`src/include/microcode_program.svh`:
```
`ifndef MICROCODE_PROGRAM_SVH
`define MICROCODE_PROGRAM_SVH

localparam ctrl_pkg::pu_signals_t SIG_NONE = '{wr: 1'b0, oe: 1'b0};
localparam ctrl_pkg::pu_signals_t SIG_WR   = '{wr: 1'b1, oe: 1'b0};
localparam ctrl_pkg::pu_signals_t SIG_OE   = '{wr: 1'b0, oe: 1'b1};

// y = ((a * b) >>> SCALE_POWER) + c, one triple per pass.
localparam ctrl_pkg::micro_word_t MICROCODE [ctrl_pkg::PROGRAM_LENGTH] = '{
    // a into the multiplier.
    '{io: SIG_OE, mult: SIG_WR, accum: SIG_NONE, last: 1'b0},
    // b into the multiplier.
    '{io: SIG_OE, mult: SIG_WR, accum: SIG_NONE, last: 1'b0},
    // c loads the accumulator.
    '{io: SIG_OE, mult: SIG_NONE, accum: SIG_WR, last: 1'b0},
    // Product still in flight.
    '{io: SIG_NONE, mult: SIG_NONE, accum: SIG_NONE, last: 1'b0},
    // Scaled product added to c.
    '{io: SIG_NONE, mult: SIG_OE, accum: SIG_WR, last: 1'b0},
    '{io: SIG_NONE, mult: SIG_NONE, accum: SIG_NONE, last: 1'b0},
    // Sum out to the host.
    '{io: SIG_WR, mult: SIG_NONE, accum: SIG_OE, last: 1'b0},
    '{io: SIG_NONE, mult: SIG_NONE, accum: SIG_NONE, last: 1'b1}
};

`endif
```
`src/verilog/ctrl_pkg.sv`:
```
`default_nettype none

package ctrl_pkg;

    localparam int PROGRAM_LENGTH = 8;
    localparam int STEP_WIDTH     = $clog2(PROGRAM_LENGTH);

    // Control pair for one processing unit.
    typedef struct packed {
        logic wr;  // Capture the bus this cycle.
        logic oe;  // Drive the bus this cycle.
    } pu_signals_t;

    // One microprogram step.
    typedef struct packed {
        pu_signals_t io;
        pu_signals_t mult;
        pu_signals_t accum;
        logic        last;  // Wrap to step 0 after this word.
    } micro_word_t;

endpackage

`default_nettype wire

```
`src/verilog/bus_pkg.sv`:
```
`default_nettype none

package bus_pkg;

    localparam int DATA_WIDTH = 32;
    localparam int HALF_WIDTH = DATA_WIDTH / 2;  // Multiplier operand width.
    localparam int ATTR_WIDTH = 4;

    // Bit index of the invalid flag within attr.
    localparam int ATTR_INVALID = 0;

    // Right shift applied to the product, fixed point.
    localparam int SCALE_POWER = 4;

    // Host stream buffering in the I/O unit.
    localparam int IO_IN_DEPTH  = 4;
    localparam int IO_OUT_DEPTH = 2;

    // One word on the shared bus and on the host streams.
    typedef struct packed {
        logic [DATA_WIDTH-1:0] data;
        logic [ATTR_WIDTH-1:0] attr;
    } bus_word_t;

endpackage

`default_nettype wire

```
`src/verilog/processor_top.sv`:
```
`default_nettype none

module processor_top (
    input  logic               clk,
    input  logic               rst,
    input  bus_pkg::bus_word_t in_word,
    input  logic               in_valid,
    output logic               in_ready,
    output bus_pkg::bus_word_t out_word,
    output logic               out_valid,
    input  logic               out_ready
);

    ctrl_pkg::pu_signals_t io_signals;
    ctrl_pkg::pu_signals_t mult_signals;
    ctrl_pkg::pu_signals_t accum_signals;
    bus_pkg::bus_word_t    bus;
    bus_pkg::bus_word_t    io_bus;
    bus_pkg::bus_word_t    mult_bus;
    bus_pkg::bus_word_t    accum_bus;
    logic                  stall;

    // Idle units drive zero.
    assign bus = io_bus | mult_bus | accum_bus;

    control_unit u_control (
        .clk(clk),
        .rst(rst),
        .stall(stall),
        .io_signals(io_signals),
        .mult_signals(mult_signals),
        .accum_signals(accum_signals)
    );

    pu_io u_io (
        .clk(clk),
        .rst(rst),
        .signals(io_signals),
        .bus_in(bus),
        .bus_out(io_bus),
        .in_word(in_word),
        .in_valid(in_valid),
        .in_ready(in_ready),
        .out_word(out_word),
        .out_valid(out_valid),
        .out_ready(out_ready),
        .stall(stall)
    );

    pu_multiplier u_mult (
        .clk(clk),
        .rst(rst),
        .signals(mult_signals),
        .bus_in(bus),
        .bus_out(mult_bus)
    );

    pu_accum u_accum (
        .clk(clk),
        .rst(rst),
        .signals(accum_signals),
        .bus_in(bus),
        .bus_out(accum_bus)
    );

endmodule

`default_nettype wire

```
`src/verilog/control_unit.sv`:
```
`default_nettype none

module control_unit (
    input  logic                  clk,
    input  logic                  rst,
    input  logic                  stall,
    output ctrl_pkg::pu_signals_t io_signals,
    output ctrl_pkg::pu_signals_t mult_signals,
    output ctrl_pkg::pu_signals_t accum_signals
);

`include "microcode_program.svh"

    logic [ctrl_pkg::STEP_WIDTH-1:0] step;  // Next word to present.
    ctrl_pkg::micro_word_t           word_q;

    always_ff @(posedge clk) begin
        if (rst) begin
            step <= '0;
            word_q <= '0;  // Idle word.
        end else if (!stall) begin
            word_q <= MICROCODE[step];
            if (MICROCODE[step].last) begin
                step <= '0;
            end else begin
                step <= step + 1'b1;
            end
        end
    end

    // Stall comes from io's own signals, so io gates its wr internally.
    assign io_signals = word_q.io;

    always_comb begin
        mult_signals = word_q.mult;
        mult_signals.wr = word_q.mult.wr & ~stall;
        accum_signals = word_q.accum;
        accum_signals.wr = word_q.accum.wr & ~stall;
    end

endmodule

`default_nettype wire

```
`src/verilog/pu_io.sv`:
```
`default_nettype none

module pu_io (
    input  logic                  clk,
    input  logic                  rst,
    input  ctrl_pkg::pu_signals_t signals,
    input  bus_pkg::bus_word_t    bus_in,
    output bus_pkg::bus_word_t    bus_out,
    input  bus_pkg::bus_word_t    in_word,
    input  logic                  in_valid,
    output logic                  in_ready,
    output bus_pkg::bus_word_t    out_word,
    output logic                  out_valid,
    input  logic                  out_ready,
    output logic                  stall
);

    bus_pkg::bus_word_t                          in_mem [bus_pkg::IO_IN_DEPTH];
    logic [$clog2(bus_pkg::IO_IN_DEPTH)-1:0]     in_wr_ptr;
    logic [$clog2(bus_pkg::IO_IN_DEPTH)-1:0]     in_rd_ptr;
    logic [$clog2(bus_pkg::IO_IN_DEPTH+1)-1:0]   in_count;
    bus_pkg::bus_word_t                          out_mem [bus_pkg::IO_OUT_DEPTH];
    logic [$clog2(bus_pkg::IO_OUT_DEPTH)-1:0]    out_wr_ptr;
    logic [$clog2(bus_pkg::IO_OUT_DEPTH)-1:0]    out_rd_ptr;
    logic [$clog2(bus_pkg::IO_OUT_DEPTH+1)-1:0]  out_count;
    logic ready_en;  // Low for the first cycle out of reset.
    logic in_empty;
    logic out_full;
    logic in_push;
    logic in_pop;
    logic out_push;
    logic out_pop;

    assign in_empty = (in_count == 0);
    assign out_full = (out_count == bus_pkg::IO_OUT_DEPTH);

    assign stall = (signals.oe & in_empty) | (signals.wr & out_full);

    assign in_ready = ready_en & (in_count != bus_pkg::IO_IN_DEPTH);
    assign in_push = in_valid & in_ready;
    assign in_pop = signals.oe & ~stall;
    assign out_valid = (out_count != 0);
    assign out_pop = out_valid & out_ready;
    assign out_push = signals.wr & ~stall;  // The control unit leaves io wr ungated.

    assign out_word = out_mem[out_rd_ptr];
    assign bus_out = signals.oe ? in_mem[in_rd_ptr] : '0;

    always_ff @(posedge clk) begin
        if (rst) begin
            ready_en <= 1'b0;
            in_wr_ptr <= '0;
            in_rd_ptr <= '0;
            in_count <= '0;
            out_wr_ptr <= '0;
            out_rd_ptr <= '0;
            out_count <= '0;
        end else begin
            ready_en <= 1'b1;
            in_wr_ptr <= in_wr_ptr + in_push;
            in_rd_ptr <= in_rd_ptr + in_pop;
            in_count <= in_count + in_push - in_pop;
            out_wr_ptr <= out_wr_ptr + out_push;
            out_rd_ptr <= out_rd_ptr + out_pop;
            out_count <= out_count + out_push - out_pop;
        end
    end

    always_ff @(posedge clk) begin
        if (in_push) begin
            in_mem[in_wr_ptr] <= in_word;
        end
        if (out_push) begin
            out_mem[out_wr_ptr] <= bus_in;
        end
    end

endmodule

`default_nettype wire

```
`src/verilog/pu_accum.sv`:
```
`default_nettype none

module pu_accum (
    input  logic                  clk,
    input  logic                  rst,
    input  ctrl_pkg::pu_signals_t signals,
    input  bus_pkg::bus_word_t    bus_in,
    output bus_pkg::bus_word_t    bus_out
);

    logic [bus_pkg::DATA_WIDTH-1:0] acc;
    logic                           acc_inv;
    logic                           add_sel;  // Set once the first operand is loaded.
    logic [bus_pkg::DATA_WIDTH-1:0] sum;
    logic                           in_inv;
    logic                           overflow;

    assign in_inv = bus_in.attr[bus_pkg::ATTR_INVALID];
    assign sum = acc + bus_in.data;  // Wraps at 32 bits.

    // Same operand signs, different result sign.
    assign overflow = (acc[bus_pkg::DATA_WIDTH-1] == bus_in.data[bus_pkg::DATA_WIDTH-1])
                   && (sum[bus_pkg::DATA_WIDTH-1] != acc[bus_pkg::DATA_WIDTH-1]);

    always_ff @(posedge clk) begin
        if (rst) begin
            add_sel <= 1'b0;
        end else if (signals.wr) begin
            add_sel <= ~add_sel;
        end
    end

    always_ff @(posedge clk) begin
        if (signals.wr) begin
            if (!add_sel) begin
                acc <= bus_in.data;
                acc_inv <= in_inv;
            end else begin
                acc <= sum;
                acc_inv <= acc_inv | in_inv | overflow;
            end
        end
    end

    always_comb begin
        bus_out = '0;
        if (signals.oe) begin
            bus_out.data = acc;
            bus_out.attr[bus_pkg::ATTR_INVALID] = acc_inv;
        end
    end

endmodule

`default_nettype wire

```
`src/verilog/pu_multiplier.sv`:
```
`default_nettype none

module pu_multiplier (
    input  logic                  clk,
    input  logic                  rst,
    input  ctrl_pkg::pu_signals_t signals,
    input  bus_pkg::bus_word_t    bus_in,
    output bus_pkg::bus_word_t    bus_out
);

    logic [bus_pkg::DATA_WIDTH-1:0]        arg [2];
    logic                                  arg_inv [2];
    logic                                  arg_sel;  // Which argument the next write fills.
    logic                                  load_d;   // Second argument landed last cycle.
    logic                                  prod_vld;
    logic signed [bus_pkg::DATA_WIDTH-1:0] product;
    logic signed [bus_pkg::DATA_WIDTH-1:0] prod_q;
    logic                                  prod_inv;
    logic [bus_pkg::DATA_WIDTH-1:0]        res_data;
    logic                                  res_inv;

    // True when the upper half only repeats the sign of the low half.
    function automatic logic in_range(input logic [bus_pkg::DATA_WIDTH-1:0] v);
        logic [bus_pkg::DATA_WIDTH-bus_pkg::HALF_WIDTH:0] top;
        top = v[bus_pkg::DATA_WIDTH-1:bus_pkg::HALF_WIDTH-1];
        return (&top) | ~(|top);
    endfunction

    always_ff @(posedge clk) begin
        if (rst) begin
            arg_sel <= 1'b0;
        end else if (signals.wr) begin
            arg_sel <= ~arg_sel;
        end
    end

    always_ff @(posedge clk) begin
        if (signals.wr) begin
            arg[arg_sel] <= bus_in.data;
            arg_inv[arg_sel] <= bus_in.attr[bus_pkg::ATTR_INVALID];
        end
    end

    assign product = $signed(arg[0][bus_pkg::HALF_WIDTH-1:0])
                   * $signed(arg[1][bus_pkg::HALF_WIDTH-1:0]);

    always_ff @(posedge clk) begin
        if (rst) begin
            load_d <= 1'b0;
            prod_vld <= 1'b0;
        end else begin
            load_d <= signals.wr & arg_sel;
            prod_vld <= load_d;
        end
    end

    always_ff @(posedge clk) begin
        if (load_d) begin
            prod_q <= product;
            prod_inv <= arg_inv[0] | arg_inv[1] | ~in_range(arg[0]) | ~in_range(arg[1]);
        end
        if (prod_vld) begin
            res_data <= prod_q >>> bus_pkg::SCALE_POWER;  // Rounds toward minus infinity.
            res_inv <= prod_inv;
        end
    end

    always_comb begin
        bus_out = '0;
        if (signals.oe) begin
            bus_out.data = res_data;
            bus_out.attr[bus_pkg::ATTR_INVALID] = res_inv;
        end
    end

endmodule

`default_nettype wire

```
`config.mk`:
```
export PLATFORM = sky130hd
export DESIGN_NAME = processor_top
export DESIGN_NICKNAME = d
export VERILOG_FILES = /design/src/verilog/ctrl_pkg.sv /design/src/verilog/bus_pkg.sv /design/src/verilog/processor_top.sv /design/src/verilog/control_unit.sv /design/src/verilog/pu_io.sv /design/src/verilog/pu_accum.sv /design/src/verilog/pu_multiplier.sv
export VERILOG_INCLUDE_DIRS = /design/src /design/src/include
export SDC_FILE = /design/constraint.sdc
export NUM_CORES = 1
export LEC_CHECK = 0
export ABC_AREA = 1
export BUFFER_PORTS_ARGS = -buffer_cell sky130_fd_sc_hd__buf_2
export CORE_MARGIN = 2
export CORE_UTILIZATION = 45
export CTS_CLUSTER_SIZE = 25
export DETAILED_ROUTE_END_ITERATION = 6
export PLACE_DENSITY = 0.6
export SLEW_MARGIN = 30
export SYNTH_ARGS = -nofsm -noshare
export SYNTH_HDL_FRONTEND = slang
export SYNTH_SLANG_ARGS = --single-unit
```
`constraint.sdc`:
```
create_clock -name clk -period 6.45 [get_ports clk]
set_input_delay 1.935 -clock clk [delete_from_list [all_inputs] [get_ports clk]]
set_output_delay 1.935 -clock clk [all_outputs]
set_load 0.005 [all_outputs]
```
## After elaboration in Yosys (flattened, before gate mapping)

Memory sizes are Yosys's and may differ from the RTL's. A register that Yosys moved wholly into a read port is not among the register bits.
Index checks and enable logic that the tools add are counted.
Widths: inputs -> output; s select.

- Add/sub/neg operators: 10
- $mul: 1
- Magnitude comparators: 1
- Equality and inequality tests: 4
- Multiplexer cells: 19
- Bitwise gates (word level): 28
- Reductions and logical operators: 7

Operator list:

| operator | number |
|---|---|
| $mux 32 | 3 |
| $or 36x36->36 | 2 |
| $mux 36 | 1 |
| $reduce_and 17->1 | 2 |
| $reduce_or 17->1 | 2 |
| $add 32x32->32 | 1 |
| $mul 16x16->32 | 1 |
| $mux 7 | 2 |
| $mux 1 | 11 |
| $and 1x1->1 | 10 |
| $or 1x1->1 | 8 |
| $not 1->1 | 7 |
| $add 2x1->2 | 3 |
| $ge 4x4->1 const B | 1 |
| $not 3->4 | 1 |
| $add 3x1->3 | 1 |
| $add 3x1->3 const B | 1 |
| $logic_not 3->1 | 1 |
| $mux 3 | 1 |
| $ne 3x3->1 const B | 1 |
| $sub 3x1->3 | 1 |
| $add 1x1->1 | 2 |
| $eq 2x2->1 const B | 1 |
| $mux 2 | 1 |
| other kinds (5) | 5 |

- Register bits after elaboration: 120
- Memory bits (writable): 282
- Memory bits (read-only): 56
- Word-level logic and storage cells: 99
- Memories: 5

Memories:

| name | words | bits a word | rd ports | clocked after memory_dff | write ports | line | RTL |
|---|---|---|---|---|---|---|---|
| u_io.in_mem | 4 | 36 | 1 | 1 | 1 | pu_io.sv:18 | `bus_pkg::bus_word_t in_mem [bus_pkg::IO_IN_DEPTH];` |
| u_io.out_mem | 2 | 36 | 1 | 1 | 1 | pu_io.sv:22 | `bus_pkg::bus_word_t out_mem [bus_pkg::IO_OUT_DEPTH];` |
| u_mult.arg | 2 | 32 | 2 | 0 | 1 | pu_multiplier.sv:11 | `logic [bus_pkg::DATA_WIDTH-1:0] arg [2];` |
| (no name shown) | 8 | 7 | 1 | 0 | 0 | control_unit.sv:22 | `word_q <= MICROCODE[step];` |
| u_mult.arg_inv | 2 | 1 | 2 | 0 | 1 | pu_multiplier.sv:12 | `logic arg_inv [2];` |

## Logic depth before layout (Yosys ltp)

Gate-level depths: netlist (run 1).

- Word-level depth: 8
- Depth in mapped cells: 26
- Mapped depth without buffers: 24

## Hierarchy

From an unflattened synthesis (run 1), not the netlist that was laid out.

- Cells, all modules: 3,205
- Area, all modules: 28,557.4 um^2

Modules (own cells, without submodules):

| module | times used | cells an instance | area each (um^2) | sequential area each (um^2) |
|---|---|---|---|---|
| pu_multiplier | 1 | 1,736 | 15,102.0 | 3,783.6 |
| pu_io | 1 | 688 | 8,773.4 | 6,726.5 |
| pu_accum | 1 | 616 | 3,838.7 | 1,011.0 |
| control_unit | 1 | 57 | 437.9 | 160.2 |
| processor_top | 1 | 108 | 405.4 | 0.0 |

## Least setup slack after synthesis (run 1)

OpenSTA, ideal clock, no wires.

- Kind: flip-flop to flip-flop
- Start point: memory u_mult.arg[0][15] (netlist bit)
- End point: register u_mult.prod_q[29] (netlist bit), data pin
- Library setup time: 0.253 ns
- Data arrival time: 5.469 ns
- Required time: 6.197 ns
- Path slack: 0.729 ns
- Stages on the path, launching flop included: 20
- Path buffers: 2
- Period minus slack after synthesis: 5.721 ns
- Cell sequence: edfxtp_1 > clkbuf_1 > clkbuf_1 > nand2_1 > inv_1 > fa_1 > fa_1 > inv_1 > fa_1 > inv_1 > fa_1 > fa_1 > fa_1 > ha_1 > a21oi_1 > o21ai_0 > a211oi_1 > nand3_1 > nand2_1 > nand2_1

RTL lines:

| what | line | RTL |
|---|---|---|
| start, declared | pu_multiplier.sv:11 |  |
| end signal, assigned | pu_multiplier.sv:59 | `prod_q <= product;` |
| end, declared | pu_multiplier.sv:17 | `logic signed [bus_pkg::DATA_WIDTH-1:0] prod_q;` |

==> results of run 1 <==
[cell type report]
cell class                      count  area [µm²]
Antenna cell                        3       7.507
Clock inverter                     27       322.8
Timing Repair Buffer              128       780.7
Clock buffer                       53        1135
Fill cell                        5621       30070
Multi-Input combinational cell   1807       13260
Sequential cell                   397       11680
Tap cell                          782       978.4
Inverter                          562        2115
[registers in the layout, summed over array words and instances, names as in the netlist, 3 cells and up]
register / cells
u_io.in_mem: 144
u_io.out_mem: 72
u_mult.arg: 64
u_accum.acc: 32
u_mult.prod_q: 28
u_mult.res_data: 28
u_control.step: 3
u_io.in_count: 3
[metal layers]
layer | wire length, µm | track usage, %
met1 | 31720 | 32.51
met2 | 32690 | 36.84
met3 | 3886 | 2.878
met4 | 1316 | 5.170
met5 | 0 | 0
[worst max path at each step]
stage                             endpoint  slack [ns]  depth (start not counted)
2_1_floorplan  u_mult.prod_q[29]$_DFFE_PP_        0.73                         19
3_3_place_gp   u_mult.prod_q[27]$_DFFE_PP_        0.14                         18
3_5_place_dp   u_mult.prod_q[27]$_DFFE_PP_        0.22                         18
4_1_cts        u_mult.prod_q[27]$_DFFE_PP_        0.20                         18
5_1_grt        u_mult.prod_q[30]$_DFFE_PP_        0.04                         19
6_report       u_mult.prod_q[27]$_DFFE_PP_        0.35                         18
[what timing repair did]
action,in CTS,in global routing
setup buffers,0,6
resized for setup,0,1
endpoints found under the setup margin,0,8
endpoints found under the hold margin,0,0
[cells by family after synthesis]
kind of cell,synth area share [%]
flip-flops,42.53
AND/OR/NAND/NOR,16.80
buffers and inverters,9.267
adder cells (fa/ha/maj),24.85
multiplexers,0.07290
AO/OA/AOI/OAI,5.166
XOR/XNOR,1.308
[synth_stat cells (2+ instances only)]
cell type | instances | area share, %
a211oi_1 | 4 | 0.11
a21boi_0 | 4 | 0.11
a21o_1 | 11 | 0.30
a21oi_1 | 126 | 2.3
a221o_1 | 22 | 0.80
a31oi_1 | 3 | 0.068
buf_1 | 6 | 0.082
buf_2 | 19 | 0.35
buf_4 | 3 | 0.082
clkbuf_1 | 78 | 1.1
dfxtp_1 | 24 | 1.7
edfxtp_1 | 373 | 41
fa_1 | 264 | 19
ha_1 | 123 | 5.6
inv_1 | 557 | 7.6
inv_2 | 4 | 0.055
mux2i_1 | 2 | 0.073
nand2_1 | 801 | 11
nand2_2 | 4 | 0.091
nand3_1 | 124 | 2.3
nand3b_1 | 5 | 0.14
nand4_1 | 26 | 0.59
nor2_1 | 127 | 1.7
nor2_2 | 4 | 0.091
nor3_1 | 14 | 0.26
nor3_2 | 3 | 0.11
nor4_1 | 10 | 0.23
o21a_1 | 2 | 0.055
o21ai_0 | 59 | 1.1
o21ai_1 | 3 | 0.055
o21bai_1 | 6 | 0.16
or2_0 | 2 | 0.046
or2_1 | 2 | 0.046
or2_2 | 8 | 0.18
xnor2_1 | 16 | 0.51
xor2_1 | 25 | 0.80
[through the flow]
step           instances  hold WS (ns)
2_1_floorplan       2872        0.4003
3_3_place_gp        3670        0.4024
3_5_place_dp        3670        0.4045
4_1_cts             3750        0.4127
5_1_grt             3758        0.4169
6_report            3759        0.4098
[worst max-delay path, stage by stage (launching register included)]
cell	delay, ns
edfxtp_1	0.59
nand2_1	0.19
inv_1	0.07
fa_1	0.62
fa_2	0.77
fa_1	0.48
fa_1	0.50
fa_1	0.49
inv_1	0.05
fa_1	0.47
inv_1	0.04
ha_1	0.35
nand2_1	0.13
nor2_1	0.16
inv_1	0.10
nor3_1	0.34
nand4_1	0.15
nand3_1	0.15
xor2_1	0.24
==> summary.md, run 1 <==
| Metric | Value |
|---|---|
| Unrepaired setup endpoints after global routing | no |
| Worst skew pair latency | 0.59 ns |
| Placed standard-cell area | 28760 µm² |
| Outcome | complete, no violations |
| Reg2Reg Setup Slack | 0.35 ns |
| Number of buffers inserted by port buffering | 77 |
| Relative area change from synthesis to final layout | 10.28% |
| TritonCTS clock tree | yes |
| Total Neg Setup Slack | 0 ns |
| Core area | 60360 µm² |
| Antenna violations before repair | 5 |
| Yosys Warn Count | 0 |
| Fraction of layout instances using a drive strength above 1 | 7.465% |
| Synthesized area divided by synthesized cell count | 9.562 µm² |
| GP Congestion | 0.9222 |
| Iteration count of the initial detailed-routing pass | 5 |
| Worst Hold Class | flop to flop |
| Syn Std Cell Area | 27460 µm² |
| First DRT Iteration DRCs | 1661 |
| Drt wl/cell | 18.52 µm |
| Transition time of the tightest slew-check pin | 0.8578 ns |
| Total of flip-flops plus latches after synthesis | 397 |
| Area of the die | 63020 µm² |
| Async set-reset flop share out of synthesis | 0% |
| Clock Tree Buf Depth | 3 |
| Number of instances in the synthesized netlist | 2872 |
| Final design instance area without fill | 30290 µm² |
| WP data arrival | 6.50 ns |
| DRT antenna net count | 0 |
| Pre-CTS setup slack | 0.2167 ns |
| Placement Rows | 90 |
| All-Layer GR Usage | 22.63% |
| Startpoint types | flop |
| Number of H-tree levels | 2 |
| Die W | 251.0 µm |
| Finish-stage setup viols | 0 |
| Total congestion overflow | 0 |
| Most frequently used flop master after synthesis | edfxtp_1 |
| FF-to-FF Start | u_mult.arg[1][2]$_DFFE_PP_ |
| Nets | 3367 |
| Hold path endpoint | u_mult.res_data[0]$_DFFE_PP_ |
| Final core occ | 50.18% |
| Clk sinks | 397 |
| Vertical die dimension | 251.0 µm |
| R2R depth | 18 |
| Clock slew seen by the registers of the worst setup and hold paths | 0.06 ns |
| Number of max-cap violations | 0 |
| Top-level I/O count | 78 |
| Total wire length | 69620 µm |
| Worst clock skew | 0.03159 ns |
| Critical setup path kind | flop to flop |
| Vias | 19516 |
| Maximum net fanout on the critical path | 8 |
| Period utilisation layout | 94.64% |
| Capturing element type of the critical path | flop |
| Largest net degree at the start of global routing | 84 |
| Critical Path Source | u_mult.arg[1][2]$_DFFE_PP_ |
| Net Count, Synth | 3299 |
| Number of hold violations in the final report | 0 |
| Number of flops mapped to enable cells by yosys | 373 |
| Crit path time final | 6.105 ns |
| Most common cell after layout, fill and taps aside | nand2_1 |
| Wire length of the first global-routing pass | 110000 µm |
| Effective utilization at floorplan | 45.50% |
| Worst min-delay path startpoint | u_mult.prod_q[4]$_DFFE_PP_ |
| Clock buffer count from CTS | 44 |
| Part of the Yosys area used for sequential elements | 42.53% |
| Vias in the first global route | 19798 |
| Timing-limited maximum frequency | 163.8 MHz |
| Detailed-route vias per instance | 5.192 |
| Worst slew margin relative to its limit | 42.81% |
| Most frequent cells in the layout | 801 x nand2_1, 556 x inv_1, 373 x edfxtp_1, 263 x fa_1, 126 x a21oi_1 |
| Clock root cell | clkbuf_16 |
| Detailed-route DRC error count | 0 |
| Data required, critical path | 6.85 ns |
| Final worst-path setup slack | 0.3455 ns |
| Worst hold stages | 0 |
| End of the worst register-to-register path | u_mult.prod_q[27]$_DFFE_PP_ |
| Number of distinct library cell variants in the gate-level netlist after synthesis | 44 |
| Hold bufs inserted after CTS | 0 |
| Max-slew violation count | 0 |
| Half-perimeter wire length after placement | 53380 µm |
Power of run 1 is not shown: default switching activity piles up to over one toggle a cycle in this logic, so the estimate is an artifact.
==> run 2: changes to the inputs <==
Settings changed: REMOVE_ABC_BUFFERS set to 1.
==> run 2 against run 1 <==
Effect of this change:
- non-clock buffer count is 3 lower
- sequential share of layout area fell by 0.11 points
- clock skew rose by 0.0074 ns
- hold slack worse by 0.017 ns
- via count is 0.59% lower
- register-to-register slack got worse by 0.04 ns
- critical endpoint is now u_mult.prod_q[28]$_DFFE_PP_
- largest cell class unchanged
==> summary.md, run 2 (synthesis results as in run 1) <==
| Metric | Value |
|---|---|
| Outcome | complete, no violations |
| All-Layer GR Usage | 23.14% |
| Iteration count of the initial detailed-routing pass | 6 |
| Final core occ | 50.32% |
| Max-slew violation count | 0 |
| Transition time of the tightest slew-check pin | 0.8699 ns |
| Drt wl/cell | 19.10 µm |
| Finish-stage setup viols | 0 |
| Effective utilization at floorplan | 45.50% |
| TritonCTS clock tree | yes |
| Worst Hold Class | flop to flop |
| Detailed-route DRC error count | 0 |
| Worst path most repeated cell | fa_1 |
| Maximum net fanout on the critical path | 6 |
| Clock slew seen by the registers of the worst setup and hold paths | 0.06 ns |
| Number of max-cap violations | 0 |
| Library cell contributing the largest single delay on the critical path | fa_1 |
| Nets | 3364 |
| Worst skew pair latency | 0.60 ns |
| Total Neg Setup Slack | 0 ns |
| Clock root cell | clkbuf_16 |
| First DRT Iteration DRCs | 1455 |
| Vertical die dimension | 251.0 µm |
| Fraction of layout instances using a drive strength above 1 | 7.773% |
| Most common cell after layout, fill and taps aside | nand2_1 |
| Capturing element type of the critical path | flop |
| Worst clock skew | 0.03898 ns |
| Vias | 19401 |
| Crit path time final | 6.140 ns |
| Largest registers ranked by flip-flop count | u_io.in_mem: 144 flops, u_io.out_mem: 72 flops, u_mult.arg: 64 flops |
| Largest net degree at the start of global routing | 83 |
| Startpoint types | flop |
| Highest cell delay on the worst timing path | 0.80 ns |
| Detailed-route vias per instance | 5.168 |
| Total congestion overflow | 0 |
| GP Congestion | 0.9320 |
| Relative area change from synthesis to final layout | 10.59% |
| Reg2Reg Setup Slack | 0.31 ns |
| Ordered list of cells on the worst path | nand2_1, inv_1, fa_1, fa_1, fa_1, fa_1, fa_1, inv_1, fa_1, inv_1, ha_1, a21o_1, a31oi_1, o21ai_0, a21oi_1, nand2_1, nand2_1, nand2_1 |
| Clock buffer count from CTS | 44 |
| Period utilisation layout | 95.20% |
| Data required, critical path | 6.77 ns |
| Diodes inserted | 0 |
| Top-level I/O count | 78 |
| Placement Rows | 90 |
| WP data arrival | 6.46 ns |
| Number of hold violations in the final report | 0 |
| Clk sinks | 397 |
| Flip-flop count of the largest register, all copies and words added | 144 |
| Register containing the most flip-flops in the final layout | u_io.in_mem |
| Wire length of the first global-routing pass | 111600 µm |
| Unrepaired setup endpoints after global routing | no |
| Antenna violations before repair | 0 |
| Die W | 251.0 µm |
| Core area | 60360 µm² |
| Vias in the first global route | 19838 |
| Number of H-tree levels | 2 |
| Clock Tree Buf Depth | 3 |
| Worst slew margin relative to its limit | 42.01% |
| Critical setup path kind | flop to flop |
| Number of buffers inserted by port buffering | 77 |
| DRT antenna net count | 0 |
| Timing-limited maximum frequency | 162.9 MHz |
| Area of the die | 63020 µm² |
| Half-perimeter wire length after placement | 55520 µm |
| Total wire length | 71720 µm |
| Most frequent cells in the layout | 801 x nand2_1, 557 x inv_1, 373 x edfxtp_1, 263 x fa_1, 126 x a21oi_1 |
==> run 2: area by class of cell <==
type | count | area (µm²)
flip-flops and latches | 397 | 11680
well taps | 782 | 978.4
inverters | 562 | 2115
multi-input cells | 1807 | 13300
clock buffers | 50 | 1124
fillers | 5567 | 29990
repair buffers | 125 | 818.3
clock inverters | 31 | 352.8
==> run 2: worst max-delay path: cells and delay by family (launching register included) <==
kind | cells | cell delay (ns)
AOI/OAI and AO/OA | 4 | 1.06
adders and majority gates | 7 | 3.65
buffers and inverters | 3 | 0.20
DFF | 1 | 0.56
and+or+nand+nor | 4 | 0.37
==> run 2: per-stage QoR <==
step | cells | hold WS [ns] | worst slack [ns] | instance area [µm²]
2_1_floorplan | 2766 | 0.4003 | 0.9123 | 27030
3_3_place_gp | 3666 | 0.4022 | 0.2326 | 28740
3_5_place_dp | 3669 | 0.4045 | 0.1986 | 28850
4_1_cts | 3750 | 0.3922 | 0.1500 | 30330
5_1_grt | 3754 | 0.3966 | 0.04850 | 30370
6_report | 3754 | 0.3927 | 0.3096 | 30370
==> run 2: path summary, 6_finish.rpt <==
path                                    start                             to  cells past startpoint
hold reg to reg   u_mult.prod_q[15]$_DFFE_PP_  u_mult.res_data[11]$_DFFE_PP_                      0
hold / removal    u_mult.prod_q[15]$_DFFE_PP_  u_mult.res_data[11]$_DFFE_PP_                      0
setup / recovery  u_mult.arg[0][15]$_DFFE_PP_    u_mult.prod_q[28]$_DFFE_PP_                     18
setup reg to reg  u_mult.arg[0][15]$_DFFE_PP_    u_mult.prod_q[28]$_DFFE_PP_                     18
==> run 2: what timing repair did <==
item	CTS	global route
gates resized for setup	0	1
hold buffers	0	0
setup endpoints to repair	0	8
setup buffers	0	4
==> run 2: metal layers <==
metal	GRT usage, %	vias up	wire length [µm]
li1	-	9187	-
met1	30.46	9627	30810
met2	38.92	480	34810
met3	3.748	107	3633
met4	8.163	0	2460
met5	0	-	0
Power of run 2 is left out for the same reason.
